<file path="src/pgm_mem_params.svh">
`ifndef PGM_MEM_PARAMS_SVH
`define PGM_MEM_PARAMS_SVH

// DDRAM side, 64-bit word addressed
`define PGM_DDRAM_AW   29  // Word address bits
`define PGM_DDRAM_DW   64  // Data bits per word
`define PGM_DDRAM_BEW  8   // One enable per byte

// Main CPU fetch port
`define PGM_CPU_AW     23  // CPU address bits 23..1, word granular

// ROM loader port
`define PGM_IOCTL_AW   27  // Loader byte address
`define PGM_IOCTL_DW   16  // Loader data, one 16-bit lane

// Loader index carrying the ROM image to DDRAM
`define PGM_ROM_INDEX  0

`endif

</file>
<file path="src/pgm_mem_pkg.sv">
`default_nettype none

`include "pgm_mem_params.svh"

package pgm_mem_pkg;

    // DDRAM bus
    typedef logic [`PGM_DDRAM_AW-1:0]  ddram_addr_t;
    typedef logic [`PGM_DDRAM_DW-1:0]  ddram_data_t;
    typedef logic [`PGM_DDRAM_BEW-1:0] ddram_be_t;

    // CPU fetch port, one word is a quarter of a DDRAM word
    typedef logic [`PGM_CPU_AW-1:0]     cpu_addr_t;
    typedef logic [`PGM_DDRAM_DW/4-1:0] cpu_word_t;

    // Loader
    typedef logic [`PGM_IOCTL_AW-1:0] ioctl_addr_t;
    typedef logic [7:0]               ioctl_index_t;

    // Arbiter state, doubles as the tag of a finished read
    typedef enum logic [1:0] {
        slot_idle,
        slot_cpu,
        slot_video,
        slot_audio
    } arb_slot_t;

endpackage

`default_nettype wire

</file>
<file path="src/pgm_req_decode.sv">
`timescale 1ns/1ps
`default_nettype none

`include "pgm_mem_params.svh"

module pgm_req_decode (
    input  wire                   fixed_50m_clk,
    input  wire                   reset,
    input  wire                   cpu_req,    // Level, held until cpu_ack
    input  wire                   vid_rd,     // Level, held until vid_ack
    input  wire                   sound_rd,   // One fetch per rising edge
    input  wire                   cpu_ack,
    input  wire                   vid_ack,
    output pgm_mem_pkg::arb_slot_t next_slot  // Slot offered to the arbiter
);
    import pgm_mem_pkg::*;

    logic cpu_req_q;      // Registered request levels
    logic vid_rd_q;
    logic sound_rd_q;
    logic sound_rd_last;  // Previous audio level for edge detect

    always_ff @(posedge fixed_50m_clk) begin
        if (reset) begin
            cpu_req_q     <= 1'b0;
            vid_rd_q      <= 1'b0;
            sound_rd_q    <= 1'b0;
            sound_rd_last <= 1'b0;
        end else begin
            cpu_req_q     <= cpu_req;
            vid_rd_q      <= vid_rd;
            sound_rd_q    <= sound_rd;
            sound_rd_last <= sound_rd_q;  // Held level blocks a repeat fetch
        end
    end

    // Fixed priority, CPU > video > audio
    always_comb begin
        if (cpu_req_q && !cpu_ack) begin
            next_slot = slot_cpu;
        end else if (vid_rd_q && !vid_ack) begin  // Acked requests wait for drop
            next_slot = slot_video;
        end else if (sound_rd_q && !sound_rd_last) begin
            next_slot = slot_audio;               // Rising edge only
        end else begin
            next_slot = slot_idle;
        end
    end

endmodule

`default_nettype wire

</file>
<file path="src/pgm_ddram_arbiter.sv">
`timescale 1ns/1ps
`default_nettype none

`include "pgm_mem_params.svh"

module pgm_ddram_arbiter (
    input  wire                     fixed_50m_clk,
    input  wire                     reset,
    input  wire                     ioctl_download,
    input  pgm_mem_pkg::arb_slot_t   next_slot,
    input  pgm_mem_pkg::cpu_addr_t   cpu_addr,
    input  pgm_mem_pkg::ddram_addr_t vid_addr,
    input  pgm_mem_pkg::ddram_addr_t sound_addr,
    input  pgm_mem_pkg::ddram_addr_t wr_addr,     // Latched loader address
    input  wire                     wr_pending,
    input  wire                     ddram_busy,
    input  wire                     ddram_dout_ready,
    output logic                    ddram_rd,
    output pgm_mem_pkg::ddram_addr_t ddram_addr,
    output logic                    done,        // One-cycle pulse with read data valid
    output pgm_mem_pkg::arb_slot_t   done_slot
);
    import pgm_mem_pkg::*;

    localparam int CPU_PAD = `PGM_DDRAM_AW - `PGM_CPU_AW + 2;  // Zero bits above CPU word

    arb_slot_t state;
    logic      rd_issued;  // Read already sent in this slot
    logic      in_slot;

    assign in_slot = (state != slot_idle);

    // One read pulse per slot while no download runs
    assign ddram_rd = in_slot && !rd_issued && !ddram_busy && !ioctl_download;

    // Completion only counts after our own read went out
    assign done      = in_slot && rd_issued && ddram_dout_ready && !ioctl_download;
    assign done_slot = state;

    always_ff @(posedge fixed_50m_clk) begin
        if (reset) begin
            state     <= slot_idle;
            rd_issued <= 1'b0;
        end else if (ioctl_download) begin
            state     <= slot_idle;  // Loader owns DDRAM
            rd_issued <= 1'b0;
        end else begin
            case (state)
                slot_idle: begin
                    rd_issued <= 1'b0;
                    state     <= next_slot;  // Stays idle when nothing eligible
                end
                default: begin
                    if (ddram_rd) rd_issued <= 1'b1;
                    if (done) state <= slot_idle;  // Slot ends on read data
                end
            endcase
        end
    end

    // Address mux with the loader ahead of the slots
    always_comb begin
        if (ioctl_download || wr_pending) begin
            ddram_addr = wr_addr;
        end else if (state == slot_cpu) begin
            ddram_addr = {{CPU_PAD{1'b0}}, cpu_addr[`PGM_CPU_AW-1:2]};  // 4 CPU words per DDRAM word
        end else if (state == slot_audio) begin
            ddram_addr = sound_addr;
        end else begin
            ddram_addr = vid_addr;  // Video and idle
        end
    end

endmodule

`default_nettype wire

</file>
<file path="src/pgm_read_return.sv">
`timescale 1ns/1ps
`default_nettype none

`include "pgm_mem_params.svh"

module pgm_read_return (
    input  wire                     fixed_50m_clk,
    input  wire                     reset,
    input  wire                     done,
    input  pgm_mem_pkg::arb_slot_t   done_slot,
    input  pgm_mem_pkg::ddram_data_t ddram_dout,
    input  pgm_mem_pkg::cpu_addr_t   cpu_addr,
    input  wire                     cpu_req,
    input  wire                     vid_rd,
    input  wire                     sound_rd,
    output pgm_mem_pkg::cpu_word_t   cpu_data,
    output logic                    cpu_ack,
    output logic                    vid_ack,
    output logic                    sound_ack
);
    import pgm_mem_pkg::*;

    localparam int LANE_W = `PGM_DDRAM_DW / 4;

    ddram_data_t rd_buf;  // Last word fetched for the CPU
    cpu_word_t   lane;

    // Word capture on CPU completion
    always_ff @(posedge fixed_50m_clk) begin
        if (done && (done_slot == slot_cpu)) rd_buf <= ddram_dout;
    end

    // Lane picked by CPU address bits 2..1
    assign lane     = rd_buf[cpu_addr[1:0]*LANE_W +: LANE_W];
    assign cpu_data = {lane[7:0], lane[15:8]};  // Byte swap for big-endian 68000

    // Each ack set by its own completion and cleared by a low request
    always_ff @(posedge fixed_50m_clk) begin
        if (reset) begin
            cpu_ack   <= 1'b0;
            vid_ack   <= 1'b0;
            sound_ack <= 1'b0;
        end else begin
            if (done && (done_slot == slot_cpu)) begin
                cpu_ack <= 1'b1;
            end else if (!cpu_req) begin
                cpu_ack <= 1'b0;
            end

            if (done && (done_slot == slot_video)) begin
                vid_ack <= 1'b1;
            end else if (!vid_rd) begin
                vid_ack <= 1'b0;
            end

            if (done && (done_slot == slot_audio)) begin
                sound_ack <= 1'b1;
            end else if (!sound_rd) begin
                sound_ack <= 1'b0;  // Held for the whole sound_rd level
            end
        end
    end

endmodule

`default_nettype wire

</file>
<file path="src/pgm_loader_write.sv">
`timescale 1ns/1ps
`default_nettype none

`include "pgm_mem_params.svh"

module pgm_loader_write (
    input  wire                      fixed_50m_clk,
    input  wire                      reset,
    input  wire                      ioctl_download,
    input  wire                      ioctl_wr,
    input  pgm_mem_pkg::ioctl_addr_t  ioctl_addr,
    input  wire [`PGM_IOCTL_DW-1:0]  ioctl_dout,
    input  pgm_mem_pkg::ioctl_index_t ioctl_index,
    input  wire                      ddram_busy,
    output logic                     wr_pending,  // Also the DDRAM write strobe
    output pgm_mem_pkg::ddram_addr_t  wr_addr,
    output pgm_mem_pkg::ddram_data_t  ddram_din,
    output pgm_mem_pkg::ddram_be_t    ddram_be,
    output logic                     ioctl_wait
);
    localparam int ADDR_PAD = `PGM_DDRAM_AW - (`PGM_IOCTL_AW - 3);

    logic                     wr_take;  // Accept this loader write
    logic [`PGM_DDRAM_BEW-1:0] wr_be;

    assign wr_take = ioctl_download && ioctl_wr && (ioctl_index == `PGM_ROM_INDEX) && !wr_pending;

    always_ff @(posedge fixed_50m_clk) begin
        if (reset || !ioctl_download) begin
            wr_pending <= 1'b0;  // Abort on end of download
        end else if (wr_take) begin
            wr_pending <= 1'b1;
        end else if (wr_pending && !ddram_busy) begin
            wr_pending <= 1'b0;  // DDRAM took it this edge
        end
    end

    // Write payload, stable while pending
    always_ff @(posedge fixed_50m_clk) begin
        if (wr_take) begin
            wr_addr   <= {{ADDR_PAD{1'b0}}, ioctl_addr[`PGM_IOCTL_AW-1:3]};  // Byte addr / 8
            ddram_din <= {4{ioctl_dout}};  // Same word in every lane
            case (ioctl_addr[2:1])        // Enable only the addressed lane
                2'd0:    wr_be <= 8'h03;
                2'd1:    wr_be <= 8'h0C;
                2'd2:    wr_be <= 8'h30;
                default: wr_be <= 8'hC0;
            endcase
        end
    end

    assign ddram_be   = wr_pending ? wr_be : '1;  // Full word for reads
    assign ioctl_wait = wr_pending;               // Stall loader until write lands

endmodule

`default_nettype wire

</file>
<file path="src/pgm_mem_hub.sv">
`timescale 1ns/1ps
`default_nettype none

`include "pgm_mem_params.svh"

module pgm_mem_hub (
    input  wire                      fixed_50m_clk,
    input  wire                      reset,
    // ROM loader
    input  wire                      ioctl_download,
    input  wire                      ioctl_wr,
    input  pgm_mem_pkg::ioctl_addr_t  ioctl_addr,
    input  wire [`PGM_IOCTL_DW-1:0]  ioctl_dout,
    input  pgm_mem_pkg::ioctl_index_t ioctl_index,
    output logic                     ioctl_wait,
    // Main CPU ROM fetch
    input  wire                      cpu_req,
    input  pgm_mem_pkg::cpu_addr_t    cpu_addr,
    output pgm_mem_pkg::cpu_word_t    cpu_data,
    output logic                     cpu_ack,
    // Video tile fetch
    input  wire                      vid_rd,
    input  pgm_mem_pkg::ddram_addr_t  vid_addr,
    output logic                     vid_ack,
    // Sound sample fetch
    input  wire                      sound_rd,
    input  pgm_mem_pkg::ddram_addr_t  sound_addr,
    output logic                     sound_ack,
    // DDRAM
    output logic                     ddram_rd,
    output logic                     ddram_we,
    output pgm_mem_pkg::ddram_addr_t  ddram_addr,
    output pgm_mem_pkg::ddram_data_t  ddram_din,
    output pgm_mem_pkg::ddram_be_t    ddram_be,
    input  pgm_mem_pkg::ddram_data_t  ddram_dout,
    input  wire                      ddram_busy,
    input  wire                      ddram_dout_ready
);
    import pgm_mem_pkg::*;

    arb_slot_t   next_slot;   // Decode to arbiter
    arb_slot_t   done_slot;
    logic        done;        // Arbiter to read return
    ddram_addr_t wr_addr;     // Loader to arbiter mux
    logic        wr_pending;

    assign ddram_we = wr_pending;

    // Request decode
    pgm_req_decode u_decode (
        .fixed_50m_clk (fixed_50m_clk),
        .reset         (reset),
        .cpu_req       (cpu_req),
        .vid_rd        (vid_rd),
        .sound_rd      (sound_rd),
        .cpu_ack       (cpu_ack),  // Fed back to block re-fetch
        .vid_ack       (vid_ack),
        .next_slot     (next_slot)
    );

    // Slot sequencing and address mux
    pgm_ddram_arbiter u_arbiter (
        .fixed_50m_clk    (fixed_50m_clk),
        .reset            (reset),
        .ioctl_download   (ioctl_download),
        .next_slot        (next_slot),
        .cpu_addr         (cpu_addr),
        .vid_addr         (vid_addr),
        .sound_addr       (sound_addr),
        .wr_addr          (wr_addr),
        .wr_pending       (wr_pending),
        .ddram_busy       (ddram_busy),
        .ddram_dout_ready (ddram_dout_ready),
        .ddram_rd         (ddram_rd),
        .ddram_addr       (ddram_addr),
        .done             (done),
        .done_slot        (done_slot)
    );

    // Read data and acknowledges
    pgm_read_return u_return (
        .fixed_50m_clk (fixed_50m_clk),
        .reset         (reset),
        .done          (done),
        .done_slot     (done_slot),
        .ddram_dout    (ddram_dout),
        .cpu_addr      (cpu_addr),
        .cpu_req       (cpu_req),
        .vid_rd        (vid_rd),
        .sound_rd      (sound_rd),
        .cpu_data      (cpu_data),
        .cpu_ack       (cpu_ack),
        .vid_ack       (vid_ack),
        .sound_ack     (sound_ack)
    );

    // ROM download path
    pgm_loader_write u_loader (
        .fixed_50m_clk  (fixed_50m_clk),
        .reset          (reset),
        .ioctl_download (ioctl_download),
        .ioctl_wr       (ioctl_wr),
        .ioctl_addr     (ioctl_addr),
        .ioctl_dout     (ioctl_dout),
        .ioctl_index    (ioctl_index),
        .ddram_busy     (ddram_busy),
        .wr_pending     (wr_pending),
        .wr_addr        (wr_addr),
        .ddram_din      (ddram_din),
        .ddram_be       (ddram_be),
        .ioctl_wait     (ioctl_wait)
    );

endmodule

`default_nettype wire

</file>
<file path="config.mk">
export PLATFORM = sky130hd
export DESIGN_NAME = pgm_mem_hub
export DESIGN_NICKNAME = d
export VERILOG_FILES = /design/src/pgm_mem_pkg.sv /design/src/pgm_req_decode.sv /design/src/pgm_ddram_arbiter.sv /design/src/pgm_read_return.sv /design/src/pgm_loader_write.sv /design/src/pgm_mem_hub.sv
export VERILOG_INCLUDE_DIRS = /design/src
export SDC_FILE = /design/constraint.sdc
export NUM_CORES = 1
export LEC_CHECK = 0
export BUFFER_PORTS_ARGS = -buffer_cell sky130_fd_sc_hd__buf_2
export CAP_MARGIN = 25
export CORE_ASPECT_RATIO = 0.5
export CORE_MARGIN = 2
export CORE_UTILIZATION = 26
export CTS_CLUSTER_DIAMETER = 80
export DETAILED_ROUTE_END_ITERATION = 8
export MAX_ROUTING_LAYER = met4
export PLACE_DENSITY_LB_ADDON = 0.25
export SYNTH_ARGS = -nofsm -noshare
export SYNTH_HDL_FRONTEND = slang
export SYNTH_SLANG_ARGS = --single-unit
</file>
<file path="constraint.sdc">
create_clock -name fixed_50m_clk -period 5.25 [get_ports fixed_50m_clk]
set_input_delay 1.05 -clock fixed_50m_clk [delete_from_list [all_inputs] [get_ports fixed_50m_clk]]
set_output_delay 1.05 -clock fixed_50m_clk [all_outputs]
set_load 0.01 [all_outputs]
</file>
==> results of run 1 <==
-- critical path, stage by stage --
cell and delay (ns):
buf_2 0.19, or2_2 0.73, buf_4 0.37, a211oi_2 0.06
a21o_1 0.17, buf_2 0.14
-- registers in the layout, indices dropped and copies added, names as in the netlist, 2 cells and up --
register and count:
u_arbiter.done_slot 2, u_loader.ddram_din 16, u_loader.wr_addr 24, u_loader.wr_be 4
u_return.rd_buf 64
-- final timing paths --
check                                 to  depth (start not counted)  slack, ns              startpoint
hold reg to reg   u_decode.sound_rd_last                          1       0.46     u_decode.sound_rd_q
setup / recovery           ddram_addr[4]                          6       1.46          ioctl_download
setup reg to reg     u_return.rd_buf[32]                          3       2.93  u_arbiter.done_slot[0]
hold / removal    u_decode.sound_rd_last                          1       0.46     u_decode.sound_rd_q
-- synth_stat cells --
master / count
buf_6: 6
o221ai_1: 1
clkbuf_1: 5
o21ai_0: 3
mux4_2: 16
a2111oi_0: 1
edfxtp_1: 108
o21ba_2: 1
a32oi_1: 1
nor4_2: 1
a211oi_1: 5
a22oi_1: 8
and2_1: 3
mux2i_1: 21
a211oi_2: 18
nand2b_1: 4
inv_1: 4
nor3_1: 2
nor2b_1: 8
a21oi_1: 1
or2_1: 1
nor4bb_1: 1
nand3b_1: 1
nor2_1: 28
nor4_1: 2
nand2_1: 5
nand3_1: 2
buf_4: 57
a32o_1: 2
a21o_1: 21
inv_2: 1
dfxtp_1: 11
buf_2: 6
-- power by group --
group	leakage, uW	switching [uW]	internal [uW]
logic	0.00182	89.9	110
registers	0.00106	9.26	1040
clock network	0.000276	442	699
-- cell type report --
type                    count  area share
well taps                 273      0.0456
multi-input cells         157       0.190
clock buffers              17      0.0567
repair buffers            330       0.223
flip-flops and latches    119       0.462
inverters                   5     0.00250
clock inverters            14      0.0200
-- cells by family (layout without fill, tap and decap cells) --
group           after synthesis  after routing
compound gates               62             62
buf+inv                      79            366
mux                          37             37
simple gates                 58             58
flops                       119            119
-- per-stage QoR --
step | utilization | total power (uW)
6_report | 0.365 | 2390
5_1_grt | 0.365 | 2480
4_1_cts | 0.364 | 2430
3_5_place_dp | 0.336 | 1270
3_3_place_gp | 0.336 | 1270
2_1_floorplan | - | 1160
-- cell usage in the layout, fill, tap and decap left out, types with 4 or more instances in the layout --
master     instances
buf_2            326
edfxtp_1         108
nor2_1            28
mux2i_1           21
a21o_1            21
a211oi_2          18
clkbuf_16         17
mux4_2            16
dfxtp_1            9
a22oi_1            8
nor2b_1            8
nand2_1            5
a211oi_1           5
nand2b_1           4
-- routing by layer --
metal / wire, um / up-vias / share of wire
li1: - / 1845 / -
met1: 6100 / 1856 / 0.42
met2: 7550 / 93 / 0.52
met3: 655 / 9 / 0.045
met4: 134 / 0 / 0.0093
met5: 0 / - / 0
==> out/metrics.yaml, run 1 <==
layout:
  fin_cells: 915
  antenna_cells: 0
  syn_to_final_growth_pct: 37.8
  finalNetCount: 835
  fin_area_mm2: 0.00750
  regArea_mm2: 0.00347
  multiInputGateArea_mm2: 0.00142
  drive_gt1_frac: 0.626
  fill_cells: 2059
global_routing:
  met2_usage: 0.232
  grt_pass1_wl_um: 21500
  antenna_found_initial: 0
  met1_usage: 0.155
  grt_max_degree: 66
  grt_overflow_total: 0
  grt_pass1_vias: 3901
  grt-busiest-layer: "met2"
  track_usage: 0.134
  grt_use_met3: 0.0352
clock_tree:
  cts_hold_buf: 0
  clock_latency_ns: 0.40
  root_buffer: "clkbuf_16"
  cts_made_buffers: 17
  cts_tree: "built"
  clock-sinks: 119
  htreeDepth: 4
  path_clk_slew_ns: 0.06
  post_cts_buffers: 0
  clk_path_buf_depth: 2
  cts_resized: 0
floorplan:
  coreArea_mm2: 0.0206
  rows: 37
  io_pins: 328
  die_w_um: 209
  start_util: 0.265
  fp.dieH_um: 106
  die-area_mm2: 0.0222
flow_run:
  max_cap_viol_count: 0
drt:
  post_drt_wl_per_cell_um: 15.8
  vias_per_cell: 4.16
  antenna_left: 0
  drt_wl_total_um: 14400
  drc: 0
  dr.pass1.iters: 4
  drt-initial-drc-count: 207
  vias: 3803
critical_path:
  critical_path_class: "input port to output port"
  arrival_ns: 2.74
  crit_required_ns: 4.20
  end_kind: "output port"
  cp-start-kind: "input port"
  crit_fanout: 39
timing:
  rsz0062_at_grt: "false"
  period_needed_ns: 3.79
  layout_setup_ws_ns: 1.46
  hold_ws_ns: 0.458
  fmax_mhz: 264
  finalClockSkew_ns: 0.00709
  period_share: 0.721
  hold_viol: 0
  worstMarginPinSlew_ns: 0.888
  setup-tns-final_ns: 0
  finalSetupViolCount: 0
  relSlewSlack: 0.408
  slew_viol_final: 0
placed_design:
  dp.cells: 883
  post-place-ws_ns: 1.43
  dpl.hpwl_um: 10700
  place_congestion: 0.860
  io_buffer_count: 326
  post_dp_cell_area_mm2: 0.00690
power:
  powerDensity_mw_per_mm2: 318
  p_leak_uw: 0.00315
  irDropWorstVdd_mv: 0.204
synth:
  synth_fa_ha_area_frac: 0
  synthCells: 355
  ys_top_cells_by_area: "edfxtp_1 60%, buf_4 7.9%, mux4_2 6.6%"
  synth_top_area_share: 0.596
  synth_mux_area_frac: 0.105
  syn-num-nets: 560
  synth-simple-area-share: 0.0527
  synth_top_family_by_area: "multiplexers"
  synth_warnings: 0
  synth_compound_area_frac: 0.102
  ys_seq_area_frac: 0.637
  ys_types: 33
  yosysTopAreaCell: "edfxtp_1"
  synth_seq_cells: 119
  syn_avg_cell_area_um2: 15.3
  synth_area_mm2: 0.00544
  synth_xor_area_frac: 0
worst_hold_path:
  holdCritPathClass: "register to register"
status:
  status: "complete, no violations"
(Power assumes the default switching activity.)
==> inputs of run 2 (changes only) <==
--- a/config.mk
+++ b/config.mk
@@ -6,6 +6,7 @@
 export SDC_FILE = /design/constraint.sdc
 export NUM_CORES = 1
 export LEC_CHECK = 0
+export ABC_AREA = 1
 export BUFFER_PORTS_ARGS = -buffer_cell sky130_fd_sc_hd__buf_2
 export CAP_MARGIN = 25
 export CORE_ASPECT_RATIO = 0.5
==> constraint.sdc (replaced) <==
create_clock -name fixed_50m_clk -period 3.9 [get_ports fixed_50m_clk]
set_input_delay 0.78 -clock fixed_50m_clk [delete_from_list [all_inputs] [get_ports fixed_50m_clk]]
set_output_delay 0.78 -clock fixed_50m_clk [all_outputs]
set_load 0.01 [all_outputs]
==> out/metrics.yaml, run 2 <==
floorplan:
  io_pins: 328
  die-area_mm2: 0.0224
  fp.dieH_um: 107
  rows: 37
  coreArea_mm2: 0.0206
  start_util: 0.266
  die_w_um: 209
synth:
  ys_seq_area_frac: 0.631
  ys_types: 23
  synth_seq_cells: 119
  synth_area_mm2: 0.00549
  synthCells: 532
  synth_edf_count: 108
  synthTopCellsByCount: "157 x nand2_1, 108 x edfxtp_1, 55 x buf_4, 53 x nor2_1, 34 x o21ai_0"
  async_flop_share: 0
  ys_top_cells_by_area: "edfxtp_1 59%, nand2_1 11%, buf_4 7.5%"
  syn-num-nets: 737
  syn_avg_cell_area_um2: 10.3
  yosysTopAreaCell: "edfxtp_1"
  synth_warnings: 0
  ys.flop_type: "edfxtp_1"
  synth_top_area_share: 0.591
  yosysMostFrequentCell: "nand2_1"
placed_design:
  dpl.hpwl_um: 11900
  place_congestion: 0.932
  io_buffer_count: 326
layout:
  multiInputGateArea_mm2: 0.00140
  layout_common_cells: "326 x buf_2, 157 x nand2_1, 108 x edfxtp_1, 53 x nor2_1, 34 x o21ai_0"
  fill_cells: 2129
  regMostFlops: "u_return.rd_buf"
  regArea_mm2: 0.00346
  drive_gt1_frac: 0.466
  syn_to_final_growth_pct: 37.6
  mostFrequentLayoutCell: "buf_2"
  fin_util: 0.366
  finalNetCount: 1014
  largest_reg_flops: 64
  reg_top3: "u_return.rd_buf x64, u_loader.wr_addr x24, u_loader.ddram_din x16"
critical_path:
  crit_fanout: 32
  critical_path_class: "register to output port"
  end_kind: "output port"
  crit_required_ns: 3.12
  arrival_ns: 2.35
  cp-start-kind: "register"
  reg2reg_slack_ns: 1.29
timing:
  fmax_mhz: 319
  relSlewSlack: 0.426
  worstMarginPinSlew_ns: 0.858
  setup-tns-final_ns: 0
  period_needed_ns: 3.13
  finalClockSkew_ns: 0.00968
  period_share: 0.803
  hold_viol: 0
  slew_viol_final: 0
  finalSetupViolCount: 0
  rsz0062_at_grt: "false"
clock_tree:
  clock-sinks: 119
  post_cts_buffers: 0
  cts_made_buffers: 17
  root_buffer: "clkbuf_16"
  clk_path_buf_depth: 2
  htreeDepth: 4
  path_clk_slew_ns: 0.06
  cts_resized: 0
  cts_hold_buf: 0
  cts_tree: "built"
  clock_latency_ns: 0.41
global_routing:
  antenna_found_initial: 3
  grt_overflow_total: 0
  grt_pass1_wl_um: 24200
  track_usage: 0.148
  grt_max_degree: 65
  grt_pass1_vias: 4537
drt:
  drt-initial-drc-count: 237
  post_drt_wl_per_cell_um: 14.7
  drt_wl_total_um: 16200
  vias: 4615
  antenna_left: 0
  dr.pass1.iters: 7
  vias_per_cell: 4.20
  drc: 0
power:
  powerDensity_mw_per_mm2: 418
  irDropWorstVdd_mv: 0.278
  p_leak_uw: 0.00341
worst_hold_path:
  holdCritPathClass: "register to register"
flow_run:
  max_cap_viol_count: 0
status:
  status: "complete, no violations"
[run 2: worst paths after layout]
kind / startpoint / end / depth (start not counted)
max: u_arbiter.done_slot[0] / ddram_addr[2] / 7
min: u_return.sound_ack / u_return.sound_ack / 2
max reg2reg: u_arbiter.done_slot[0] / u_return.rd_buf[11] / 5
min reg2reg: u_return.sound_ack / u_return.sound_ack / 2
[run 2: logic make-up (layout without fill, tap and decap cells)]
kind of cell,Yosys count,after routing,synth area share
simple gates,248,248,0.187
compound gates,66,66,0.0650
buf+inv,99,389,0.116
other cells,0,3,0
flops,119,119,0.631
[run 2: power by group]
part	total (uW)	internal, uW	switching [uW]
clock network	1480	879	598
logic	284	132	151
registers	1400	1390	2.64
[run 2: critical path, cell delays in order, from the launching register on]
cell,delay [ns]
dfxtp_1,0.39
inv_2,0.28
nor2_4,0.59
nand2_1,0.21
nand3_1,0.19
nand2_1,0.08
nand2_1,0.06
buf_2,0.13
[run 2: layout make-up]
type                    instances  share of cell area
clock inverters                14              0.0169
clock buffers                  18              0.0569
repair buffers                332               0.224
diodes                          3            0.000995
inverters                      25              0.0124
multi-input cells             314               0.185
well taps                     273              0.0453
flip-flops and latches        119               0.459
[run 2: metrics by stage]
| step | cell area [um2] | setup slack, ns | cells | total power [uW] | hold slack [ns] |
|---|---|---|---|---|---|
| 3_3_place_gp | 6980 | 1.08 | 1063 | 1710 | 0.447 |
| 6_report | 7550 | 0.768 | 1098 | 3160 | 0.457 |
| 3_5_place_dp | 6980 | 1.05 | 1063 | 1710 | 0.451 |
| 4_1_cts | 7540 | 0.742 | 1095 | 3210 | 0.462 |
| 5_1_grt | 7550 | 0.538 | 1098 | 3290 | 0.476 |
| 2_1_floorplan | 5490 | 0.751 | 532 | 1540 | 0.424 |
[run 2: layer usage]
layer	global-route usage	part of all wire
met1	0.176	0.42
met5	-	0
met2	0.247	0.51
met4	0.0454	0.0083
met3	0.0413	0.071
